[config.mk]
export PLATFORM = sky130hd
export DESIGN_NAME = ecfg_top
export DESIGN_NICKNAME = d
export VERILOG_FILES = /design/src/mi_bus_pkg.sv /design/src/ecfg_regs_pkg.sv /design/src/mi_if.sv /design/src/ecfg_base.sv /design/src/ecfg_tx.sv /design/src/ecfg_rx.sv /design/src/ecfg_top.sv
export VERILOG_INCLUDE_DIRS = /design/src
export SDC_FILE = /design/constraint.sdc
export NUM_CORES = 1
export LEC_CHECK = 0
export BUFFER_PORTS_ARGS = -buffer_cell sky130_fd_sc_hd__buf_2
export CAP_MARGIN = 20
export CORE_MARGIN = 2
export CORE_UTILIZATION = 52
export CTS_CLUSTER_SIZE = 14
export DETAILED_ROUTE_END_ITERATION = 12
export MAX_ROUTING_LAYER = met4
export PLACE_DENSITY = 0.81
export SLEW_MARGIN = 25
export SYNTH_ARGS = -nofsm -noshare
export SYNTH_HDL_FRONTEND = slang
export SYNTH_SLANG_ARGS = --single-unit
export TNS_END_PERCENT = 100
[constraint.sdc]
create_clock -name mi_clk -period 6.6 [get_ports mi_clk]
set_clock_uncertainty 0.1 [all_clocks]
set_input_delay 1.65 -clock mi_clk [delete_from_list [all_inputs] [get_ports mi_clk]]
set_output_delay 1.65 -clock mi_clk [all_outputs]
set_load 0.02 [all_outputs]
[src/ecfg_config.svh]
/*
 register map and reset values for the link configuration register file
 included by the bus package and by each register block
 word indices are taken from address bits 6:2
*/
`ifndef ECFG_CONFIG_SVH
`define ECFG_CONFIG_SVH

// ##############################
// address field
// ##############################
`define ECFG_RFAW 5                  // word index width, 32 slots

// ##############################
// word indices (ECFG_RFAW wide)
// ##############################
`define ELRESET    5'd0              // soft reset
`define ELCLK      5'd1              // clock divider
`define ELCOREID   5'd2              // core id
`define ELVERSION  5'd3              // read only
`define ELTX       5'd4              // tx control
`define ELRX       5'd5              // rx control
`define ELDATAOUT  5'd6              // gpio out
`define ELDATAIN   5'd7              // sampled gpio in
`define ELDEBUG    5'd8              // tx debug + sticky
`define ELRXDEBUG  5'd9              // rx debug + sticky

// ##############################
// reset values
// ##############################
`define ECFG_DEFAULT_COREID  12'h808
`define ECFG_DEFAULT_VERSION 16'h0000
`define ECFG_DEFAULT_CLKDIV  4'd7

`endif

[src/mi_bus_pkg.sv]
/*
 memory interface bus types
 byte address, data word and the decoded word index
 imported by the bus bundle and the register blocks
*/
`include "ecfg_config.svh"

package mi_bus_pkg;

   // full physical byte address, no shifting on the bus
   typedef logic [19:0] mi_addr_t;

   // single write strobe, whole words only
   typedef logic [31:0] mi_data_t;

   // word index, address bits ECFG_RFAW+1:2
   typedef logic [`ECFG_RFAW-1:0] reg_idx_t;

endpackage

[src/ecfg_regs_pkg.sv]
/*
 register field types for the configuration register file
 shared by the base, tx and rx blocks and the top level
 also holds the packing of the debug readback word
*/

package ecfg_regs_pkg;

   // tx control
   // [0] enable  [1] mmu enable  [3:2] mode  [7:4] ctrlmode  [8] ctrlmode bypass
   typedef logic [8:0] tx_cfg_t;

   // rx control
   // [0] enable  [1] mmu enable  [3:2] mode  [4] filter enable
   // mode 01 gpio capture, 10 loopback test
   typedef logic [4:0] rx_cfg_t;

   typedef logic [8:0]  gpio_t;      // dataout and datain pins
   typedef logic [15:0] debug_t;     // raw debug vector
   typedef logic [2:0]  sticky_t;    // latched low debug bits
   typedef logic [3:0]  ctrlmode_t;  // emesh ctrlmode tag
   typedef logic [11:0] coreid_t;
   typedef logic [3:0]  clkdiv_t;

   // debug readback
   // upper bits live, low three from the sticky register
   function automatic debug_t debug_word(input debug_t live, input sticky_t flags);
      debug_t word;
      word = {live[15:3], flags};
      return word;
   endfunction

endpackage

[src/mi_if.sv]
/*
 memory interface bundle between the top level and the register blocks
 top level drives it through master, each block listens on slave
 readback does not travel here, every block returns its own dout
*/
`timescale 1ns/1ps

interface mi_if
   import mi_bus_pkg::*;
();

   logic     en;     // access strobe
   logic     we;     // high = write, low = read
   mi_addr_t addr;   // byte address
   mi_data_t din;    // write data

   // bus owner
   modport master (
      output en,
      output we,
      output addr,
      output din
   );

   // register blocks
   modport slave (
      input en,
      input we,
      input addr,
      input din
   );

endinterface

[src/ecfg_base.sv]
/*
 base registers of the link configuration file
 soft reset, clock divider, core id and the read only version word
 readback is registered one cycle after the read strobe
*/
`timescale 1ns/1ps
`include "ecfg_config.svh"

module ecfg_base
   import mi_bus_pkg::*, ecfg_regs_pkg::*;
(
   input  logic     mi_clk,
   input  logic     reset,
   mi_if.slave      bus,
   output mi_data_t dout,
   output logic     soft_reset,
   output clkdiv_t  clkdiv,
   output coreid_t  coreid
);

   reg_idx_t idx;
   logic     wr;
   logic     rd;
   logic     reset_reg;
   clkdiv_t  clkdiv_reg;
   coreid_t  coreid_reg;

   // ##############################
   // decode
   // ##############################
   assign idx = bus.addr[`ECFG_RFAW+1:2];
   assign wr  = bus.en & bus.we;
   assign rd  = bus.en & ~bus.we;

   // ##############################
   // registers
   // ##############################
   always_ff @(posedge mi_clk) begin
      if (reset) begin
         reset_reg  <= 1'b0;
         clkdiv_reg <= `ECFG_DEFAULT_CLKDIV;
         coreid_reg <= `ECFG_DEFAULT_COREID;
      end else if (wr) begin
         if (idx == `ELRESET) reset_reg  <= bus.din[0];
         if (idx == `ELCLK)   clkdiv_reg <= bus.din[3:0];   // high bits dropped
         if (idx == `ELCOREID) coreid_reg <= bus.din[11:0];
      end
   end

   assign soft_reset = reset_reg;
   assign clkdiv     = clkdiv_reg;
   assign coreid     = coreid_reg;

   // ##############################
   // readback
   // ##############################
   always_ff @(posedge mi_clk) begin
      if (rd) begin
         case (idx)
            `ELRESET:   dout <= {31'b0, reset_reg};
            `ELCLK:     dout <= {28'b0, clkdiv_reg};
            `ELCOREID:  dout <= {20'b0, coreid_reg};
            `ELVERSION: dout <= {16'b0, `ECFG_DEFAULT_VERSION};
            default:    dout <= '0;         // not ours, zero for the OR
         endcase
      end
   end

   // divider output tracks the low nibble of the last write
   a_clkdiv_trunc : assert property (@(posedge mi_clk) disable iff (reset)
      (wr && idx == `ELCLK) |=> (clkdiv == $past(bus.din[3:0])));

endmodule

[src/ecfg_tx.sv]
/*
 transmit side configuration registers
 tx control word, gpio data-out and sticky tx debug flags
 control outputs decode straight from the stored word
*/
`timescale 1ns/1ps
`include "ecfg_config.svh"

module ecfg_tx
   import mi_bus_pkg::*, ecfg_regs_pkg::*;
(
   input  logic      mi_clk,
   input  logic      reset,
   mi_if.slave       bus,
   output mi_data_t  dout,
   input  debug_t    tx_debug,
   output logic      tx_enable,
   output logic      tx_mmu_enable,
   output logic      tx_gpio_enable,
   output logic      tx_tp_enable,
   output logic      tx_ctrlmode_bp,
   output ctrlmode_t tx_ctrlmode,
   output gpio_t     dataout
);

   reg_idx_t idx;
   logic     wr;
   logic     rd;
   tx_cfg_t  tx_reg;
   gpio_t    dataout_reg;
   sticky_t  sticky;

   assign idx = bus.addr[`ECFG_RFAW+1:2];
   assign wr  = bus.en & bus.we;
   assign rd  = bus.en & ~bus.we;

   // ##############################
   // tx control
   // ##############################
   always_ff @(posedge mi_clk) begin
      if (reset) begin
         tx_reg <= '0;
      end else if (wr && idx == `ELTX) begin
         tx_reg <= bus.din[8:0];       // upper bits not stored
      end
   end

   assign tx_enable      = tx_reg[0];
   assign tx_mmu_enable  = tx_reg[1];
   assign tx_gpio_enable = (tx_reg[3:2] == 2'b01);   // pins forced to dataout
   assign tx_tp_enable   = (tx_reg[3:2] == 2'b10);   // 1/0 test pattern
   assign tx_ctrlmode    = tx_reg[7:4];
   assign tx_ctrlmode_bp = tx_reg[8];

   // ##############################
   // data-out and debug
   // ##############################
   always_ff @(posedge mi_clk) begin
      if (reset) begin
         dataout_reg <= '0;
         sticky      <= '0;
      end else begin
         if (wr && idx == `ELDATAOUT) dataout_reg <= bus.din[8:0];
         sticky <= sticky | tx_debug[2:0];   // hold any pulse
      end
   end

   assign dataout = dataout_reg;

   // readback, one cycle after strobe
   always_ff @(posedge mi_clk) begin
      if (rd) begin
         case (idx)
            `ELTX:      dout <= {23'b0, tx_reg};
            `ELDATAOUT: dout <= {23'b0, dataout_reg};
            `ELDEBUG:   dout <= {16'b0, debug_word(tx_debug, sticky)};
            default:    dout <= '0;
         endcase
      end
   end

   // pins cannot be forced and patterned at once
   a_tx_mode_onehot : assert property (@(posedge mi_clk) disable iff (reset)
      !(tx_gpio_enable && tx_tp_enable));

endmodule

[src/ecfg_rx.sv]
/*
 receive side configuration registers
 rx control word, sampled gpio data-in and sticky rx debug flags
 data-in is captured every cycle and read back from that capture
*/
`timescale 1ns/1ps
`include "ecfg_config.svh"

module ecfg_rx
   import mi_bus_pkg::*, ecfg_regs_pkg::*;
(
   input  logic     mi_clk,
   input  logic     reset,
   mi_if.slave      bus,
   output mi_data_t dout,
   input  debug_t   rx_debug,
   input  gpio_t    rx_datain,
   output logic     rx_enable,
   output logic     rx_mmu_enable,
   output logic     rx_gpio_enable,
   output logic     rx_loopback,
   output logic     rx_filter_enable
);

   reg_idx_t idx;
   logic     wr;
   logic     rd;
   rx_cfg_t  rx_reg;
   gpio_t    datain_reg;
   sticky_t  sticky;

   assign idx = bus.addr[`ECFG_RFAW+1:2];
   assign wr  = bus.en & bus.we;
   assign rd  = bus.en & ~bus.we;

   // ##############################
   // rx control
   // ##############################
   always_ff @(posedge mi_clk) begin
      if (reset) begin
         rx_reg <= '0;
      end else if (wr && idx == `ELRX) begin
         rx_reg <= bus.din[4:0];
      end
   end

   assign rx_enable        = rx_reg[0];
   assign rx_mmu_enable    = rx_reg[1];
   assign rx_gpio_enable   = (rx_reg[3:2] == 2'b01);   // capture pins as gpio
   assign rx_loopback      = (rx_reg[3:2] == 2'b10);   // tx looped to rx
   assign rx_filter_enable = rx_reg[4];

   // ##############################
   // data-in and debug
   // ##############################
   // free running sample of the pins
   always_ff @(posedge mi_clk) begin
      datain_reg <= rx_datain;
   end

   always_ff @(posedge mi_clk) begin
      if (reset) begin
         sticky <= '0;
      end else begin
         sticky <= sticky | rx_debug[2:0];
      end
   end

   always_ff @(posedge mi_clk) begin
      if (rd) begin
         case (idx)
            `ELRX:      dout <= {27'b0, rx_reg};
            `ELDATAIN:  dout <= {23'b0, datain_reg};
            `ELRXDEBUG: dout <= {16'b0, debug_word(rx_debug, sticky)};
            default:    dout <= '0;
         endcase
      end
   end

   // a write with a floating address would land anywhere
   a_wr_addr_known : assert property (@(posedge mi_clk) disable iff (reset)
      (bus.en && bus.we) |-> !$isunknown(bus.addr));

endmodule

[src/ecfg_top.sv]
/*
 top level of the link configuration register file
 maps the plain memory interface ports onto the bus bundle
 and merges the three block readbacks into mi_dout
*/
`timescale 1ns/1ps

module ecfg_top
   import mi_bus_pkg::*, ecfg_regs_pkg::*;
(
   input  logic      mi_clk,
   input  logic      reset,
   input  logic      mi_en,
   input  logic      mi_we,
   input  mi_addr_t  mi_addr,
   input  mi_data_t  mi_din,
   output mi_data_t  mi_dout,
   input  debug_t    tx_debug,
   input  debug_t    rx_debug,
   input  gpio_t     rx_datain,
   output logic      soft_reset,
   output clkdiv_t   clkdiv,
   output coreid_t   coreid,
   output logic      tx_enable,
   output logic      tx_mmu_enable,
   output logic      tx_gpio_enable,
   output logic      tx_tp_enable,
   output ctrlmode_t tx_ctrlmode,
   output logic      tx_ctrlmode_bp,
   output gpio_t     dataout,
   output logic      rx_enable,
   output logic      rx_mmu_enable,
   output logic      rx_gpio_enable,
   output logic      rx_loopback,
   output logic      rx_filter_enable
);

   mi_data_t base_dout;
   mi_data_t tx_dout;
   mi_data_t rx_dout;

   // ##############################
   // bus fan-out
   // ##############################
   mi_if bus_if ();

   assign bus_if.en   = mi_en;     // master side, one to one
   assign bus_if.we   = mi_we;
   assign bus_if.addr = mi_addr;
   assign bus_if.din  = mi_din;

   ecfg_base base_i (
      .mi_clk, .reset, .bus(bus_if.slave), .dout(base_dout),
      .soft_reset, .clkdiv, .coreid
   );

   ecfg_tx tx_i (
      .mi_clk, .reset, .bus(bus_if.slave), .dout(tx_dout), .tx_debug,
      .tx_enable, .tx_mmu_enable, .tx_gpio_enable, .tx_tp_enable,
      .tx_ctrlmode_bp, .tx_ctrlmode, .dataout
   );

   ecfg_rx rx_i (
      .mi_clk, .reset, .bus(bus_if.slave), .dout(rx_dout), .rx_debug, .rx_datain,
      .rx_enable, .rx_mmu_enable, .rx_gpio_enable, .rx_loopback, .rx_filter_enable
   );

   // unowned indices read zero in every block
   assign mi_dout = base_dout | tx_dout | rx_dout;

endmodule

==> impl_metrics.py <==
metrics = {
    "outcome": {
        "status": "complete, no violations",
    },
    "sta": {
        "finalCriticalPeriod_ps": 3270,
        "slew_viol_final": 0,
        "fin_crit_sh": 0.496,
        "rsz0062_at_grt": "false",
        "worst_pin_slew_ps": 884,
        "maxSlewHeadroom": 0.411,
        "setup_viol": 0,
        "hold_viol": 0,
        "fin_ws_ps": 3330,
        "max_freq_ghz": 0.305,
        "fin_setup_tns_ps": 0,
    },
    "final_layout": {
        "fill_cells": 678,
        "final_cell_mix": "buf_2, dfxtp_1, nand2b_1",
        "reg.largest.list": "rx_i.dout x16, tx_i.dout x16",
        "multiInputGateArea_um2": 1600,
        "drive_above_1_share": 0.300,
        "nNetsFinal": 572,
        "regArea_um2": 2420,
        "mostFrequentLayoutCell": "buf_2",
        "area_delta_synth_final_pct": 17.9,
        "n_antenna_cell": 0,
    },
    "routing": {
        "wl_per_cell_um": 16.5,
        "drt-initial-drc-count": 151,
        "wirelength_um": 9610,
        "drc": 0,
        "first_pass_iters": 4,
        "via_count": 3058,
        "final_antenna_net_count": 0,
        "vias_per_cell": 5.25,
    },
    "grt": {
        "grt_max_degree": 63,
        "grt_overflow": 0,
        "grt_pass1_wl_um": 14500,
        "grt_pass1_vias": 2984,
        "antenna_found_initial": 0,
        "grtUsageTotal": 0.221,
    },
    "logic_synthesis": {
        "synth_seq_cells": 99,
        "synth.avg_cell_area_um2": 11.4,
        "ys_seq_area_frac": 0.573,
        "yosys.cell_types.count": 27,
        "syn_area_um2": 4230,
        "syn_inst": 372,
        "yosysWarnings": 0,
    },
    "power": {
        "p_leak_nw": 2.26,
        "p_sw_frac": 0.225,
        "pwr-share-comb": 0.072,
        "clockPowerShare": 0.358,
        "power_density_nw_per_um2": 232,
        "pwr-share-seq": 0.570,
        "switchingPower_mw": 0.260,
        "intPower_mw": 0.898,
        "vdd_drop_max_uv": 128,
    },
    "critical_path": {
        "critPathRequiredTime_ps": 6760,
        "crit_chain": "buf_2, nor2_4, nand4b_1, mux2i_1",
        "crit_start": "mi_addr[3]",
        "cpPeakStageDelay_ps": 760,
        "crit_end": "tx_i.tx_reg[5]",
        "cp-end-kind": "flop",
        "crit_slowest_cell": "nand4b_1",
        "path_class": "in -> reg",
        "reg2reg_slack_ps": 5480,
        "r2r-start": "rx_i.rx_reg[3]",
        "arrival_ps": 3440,
        "r2r_cells": 2,
        "startpoint_type": "input pin",
        "reg2reg_to": "rx_i.dout[3]",
        "crit_path_max_fanout": 27,
    },
    "clock_tree": {
        "clk_latency_ps": 350,
        "cts_resized": 0,
        "holdBufCountCts": 0,
        "cts_tree": "done",
        "htreeDepth": 3,
        "cts_buffers": 9,
        "clk_path_buf_depth": 2,
        "cts_root_buf": "clkbuf_8",
        "post_cts_buffers": 0,
        "cts.clk_slew.worst_paths_ps": 90,
        "cts.sinks": 99,
    },
    "placed_design": {
        "numPortBuffers": 117,
        "pre_cts_ws_ps": 2520,
        "routabilityCongestion": 0.855,
        "hpwl_um": 6720,
    },
    "die": {
        "die_w_um": 94.1,
        "core_area_um2": 7810,
        "die_area_um2": 8860,
        "die_h_um": 94.1,
        "start_util": 0.541,
        "io_pins": 169,
        "rows": 32,
    },
    "hold_path": {
        "min_path_cells": 2,
        "hold_class": "reg -> reg",
    },
    "flow_run": {
        "cap_violations": 0,
    },
}
-- worst min path at each step --
stage / from / endpoint / slack [ps]
5_1_grt: base_i.coreid[6] / base_i.coreid[6] / 420
4_1_cts: tx_i.sticky[0] / tx_i.sticky[0] / 380
2_1_floorplan: tx_i.sticky[0] / tx_i.sticky[0] / 330
3_3_place_gp: rx_i.sticky[0] / rx_i.sticky[0] / 350
3_5_place_dp: tx_i.sticky[0] / tx_i.sticky[0] / 360
6_report: tx_i.sticky[0] / tx_i.sticky[0] / 380
-- synthesized netlist by cell type (all sizes together) --
cell type / instances / area share
a2bb2oi: 1 / 0.0021
clkbuf: 11 / 0.010
mux2i: 41 / 0.097
nor2b: 7 / 0.011
nand2b: 46 / 0.068
nand4b: 2 / 0.0041
nor2: 28 / 0.025
and4b: 1 / 0.0024
nand3: 38 / 0.045
edfxtp: 44 / 0.31
a221o: 5 / 0.012
buf: 33 / 0.055
a22o: 4 / 0.0083
or2: 4 / 0.0059
or3: 13 / 0.019
a22oi: 3 / 0.0053
conb: 1 / 0.00089
nor3b: 2 / 0.0059
and2: 9 / 0.013
dfxtp: 55 / 0.26
and3: 22 / 0.033
and3b: 1 / 0.0021
and2b: 1 / 0.0018
-- power groups by stage --
stage / registers [mW] / clock network (mW) / logic [mW]
2_1_floorplan: 0.673 / 0 / 0.0555
3_3_place_gp: 0.673 / 0 / 0.0815
3_5_place_dp: 0.674 / 0 / 0.0832
4_1_cts: 0.660 / 0.422 / 0.0836
5_1_grt: 0.661 / 0.447 / 0.0908
6_report: 0.660 / 0.415 / 0.0837
-- cell families after synthesis --
group                  share of synthesized area
buffers and inverters                     0.0648
other                                   0.000888
AND/OR/NAND/NOR                            0.236
multiplexers                              0.0971
flip-flops                                 0.573
AO/OA/AOI/OAI                             0.0275
-- metrics by stage --
stage | std cells | hold slack (ps) | utilization | area, µm² | power (mW)
after floorplan | 387 | 334 | - | 4280 | 0.729
after global placement | 566 | 352 | 0.610 | 4760 | 0.754
after detailed placement | 566 | 364 | 0.610 | 4760 | 0.757
after CTS | 582 | 384 | 0.637 | 4980 | 1.17
after global routing | 582 | 418 | 0.638 | 4980 | 1.20
final | 582 | 377 | 0.638 | 4980 | 1.16
-- critical path: cells and delay by family --
kind          cells  cell delay (ps)
mux               1              380
buf+inv           1              130
simple gates      2             1260
-- final cells by class --
class,instances,share of cell area
clock inverters,7,0.0183
flip-flops and latches,99,0.486
repair buffers,121,0.124
multi-input cells,244,0.321
well taps,102,0.0256
clock buffers,9,0.0249
-- layer usage --
layer | vias up | global-route usage | routed length [µm]
li1 | 1469 | - | -
met1 | 1464 | 0.275 | 4020
met2 | 113 | 0.373 | 4880
met3 | 12 | 0.0321 | 599
met4 | 0 | 0.0700 | 118
met5 | - | - | 0
Power figures use the tool's default switching activity.
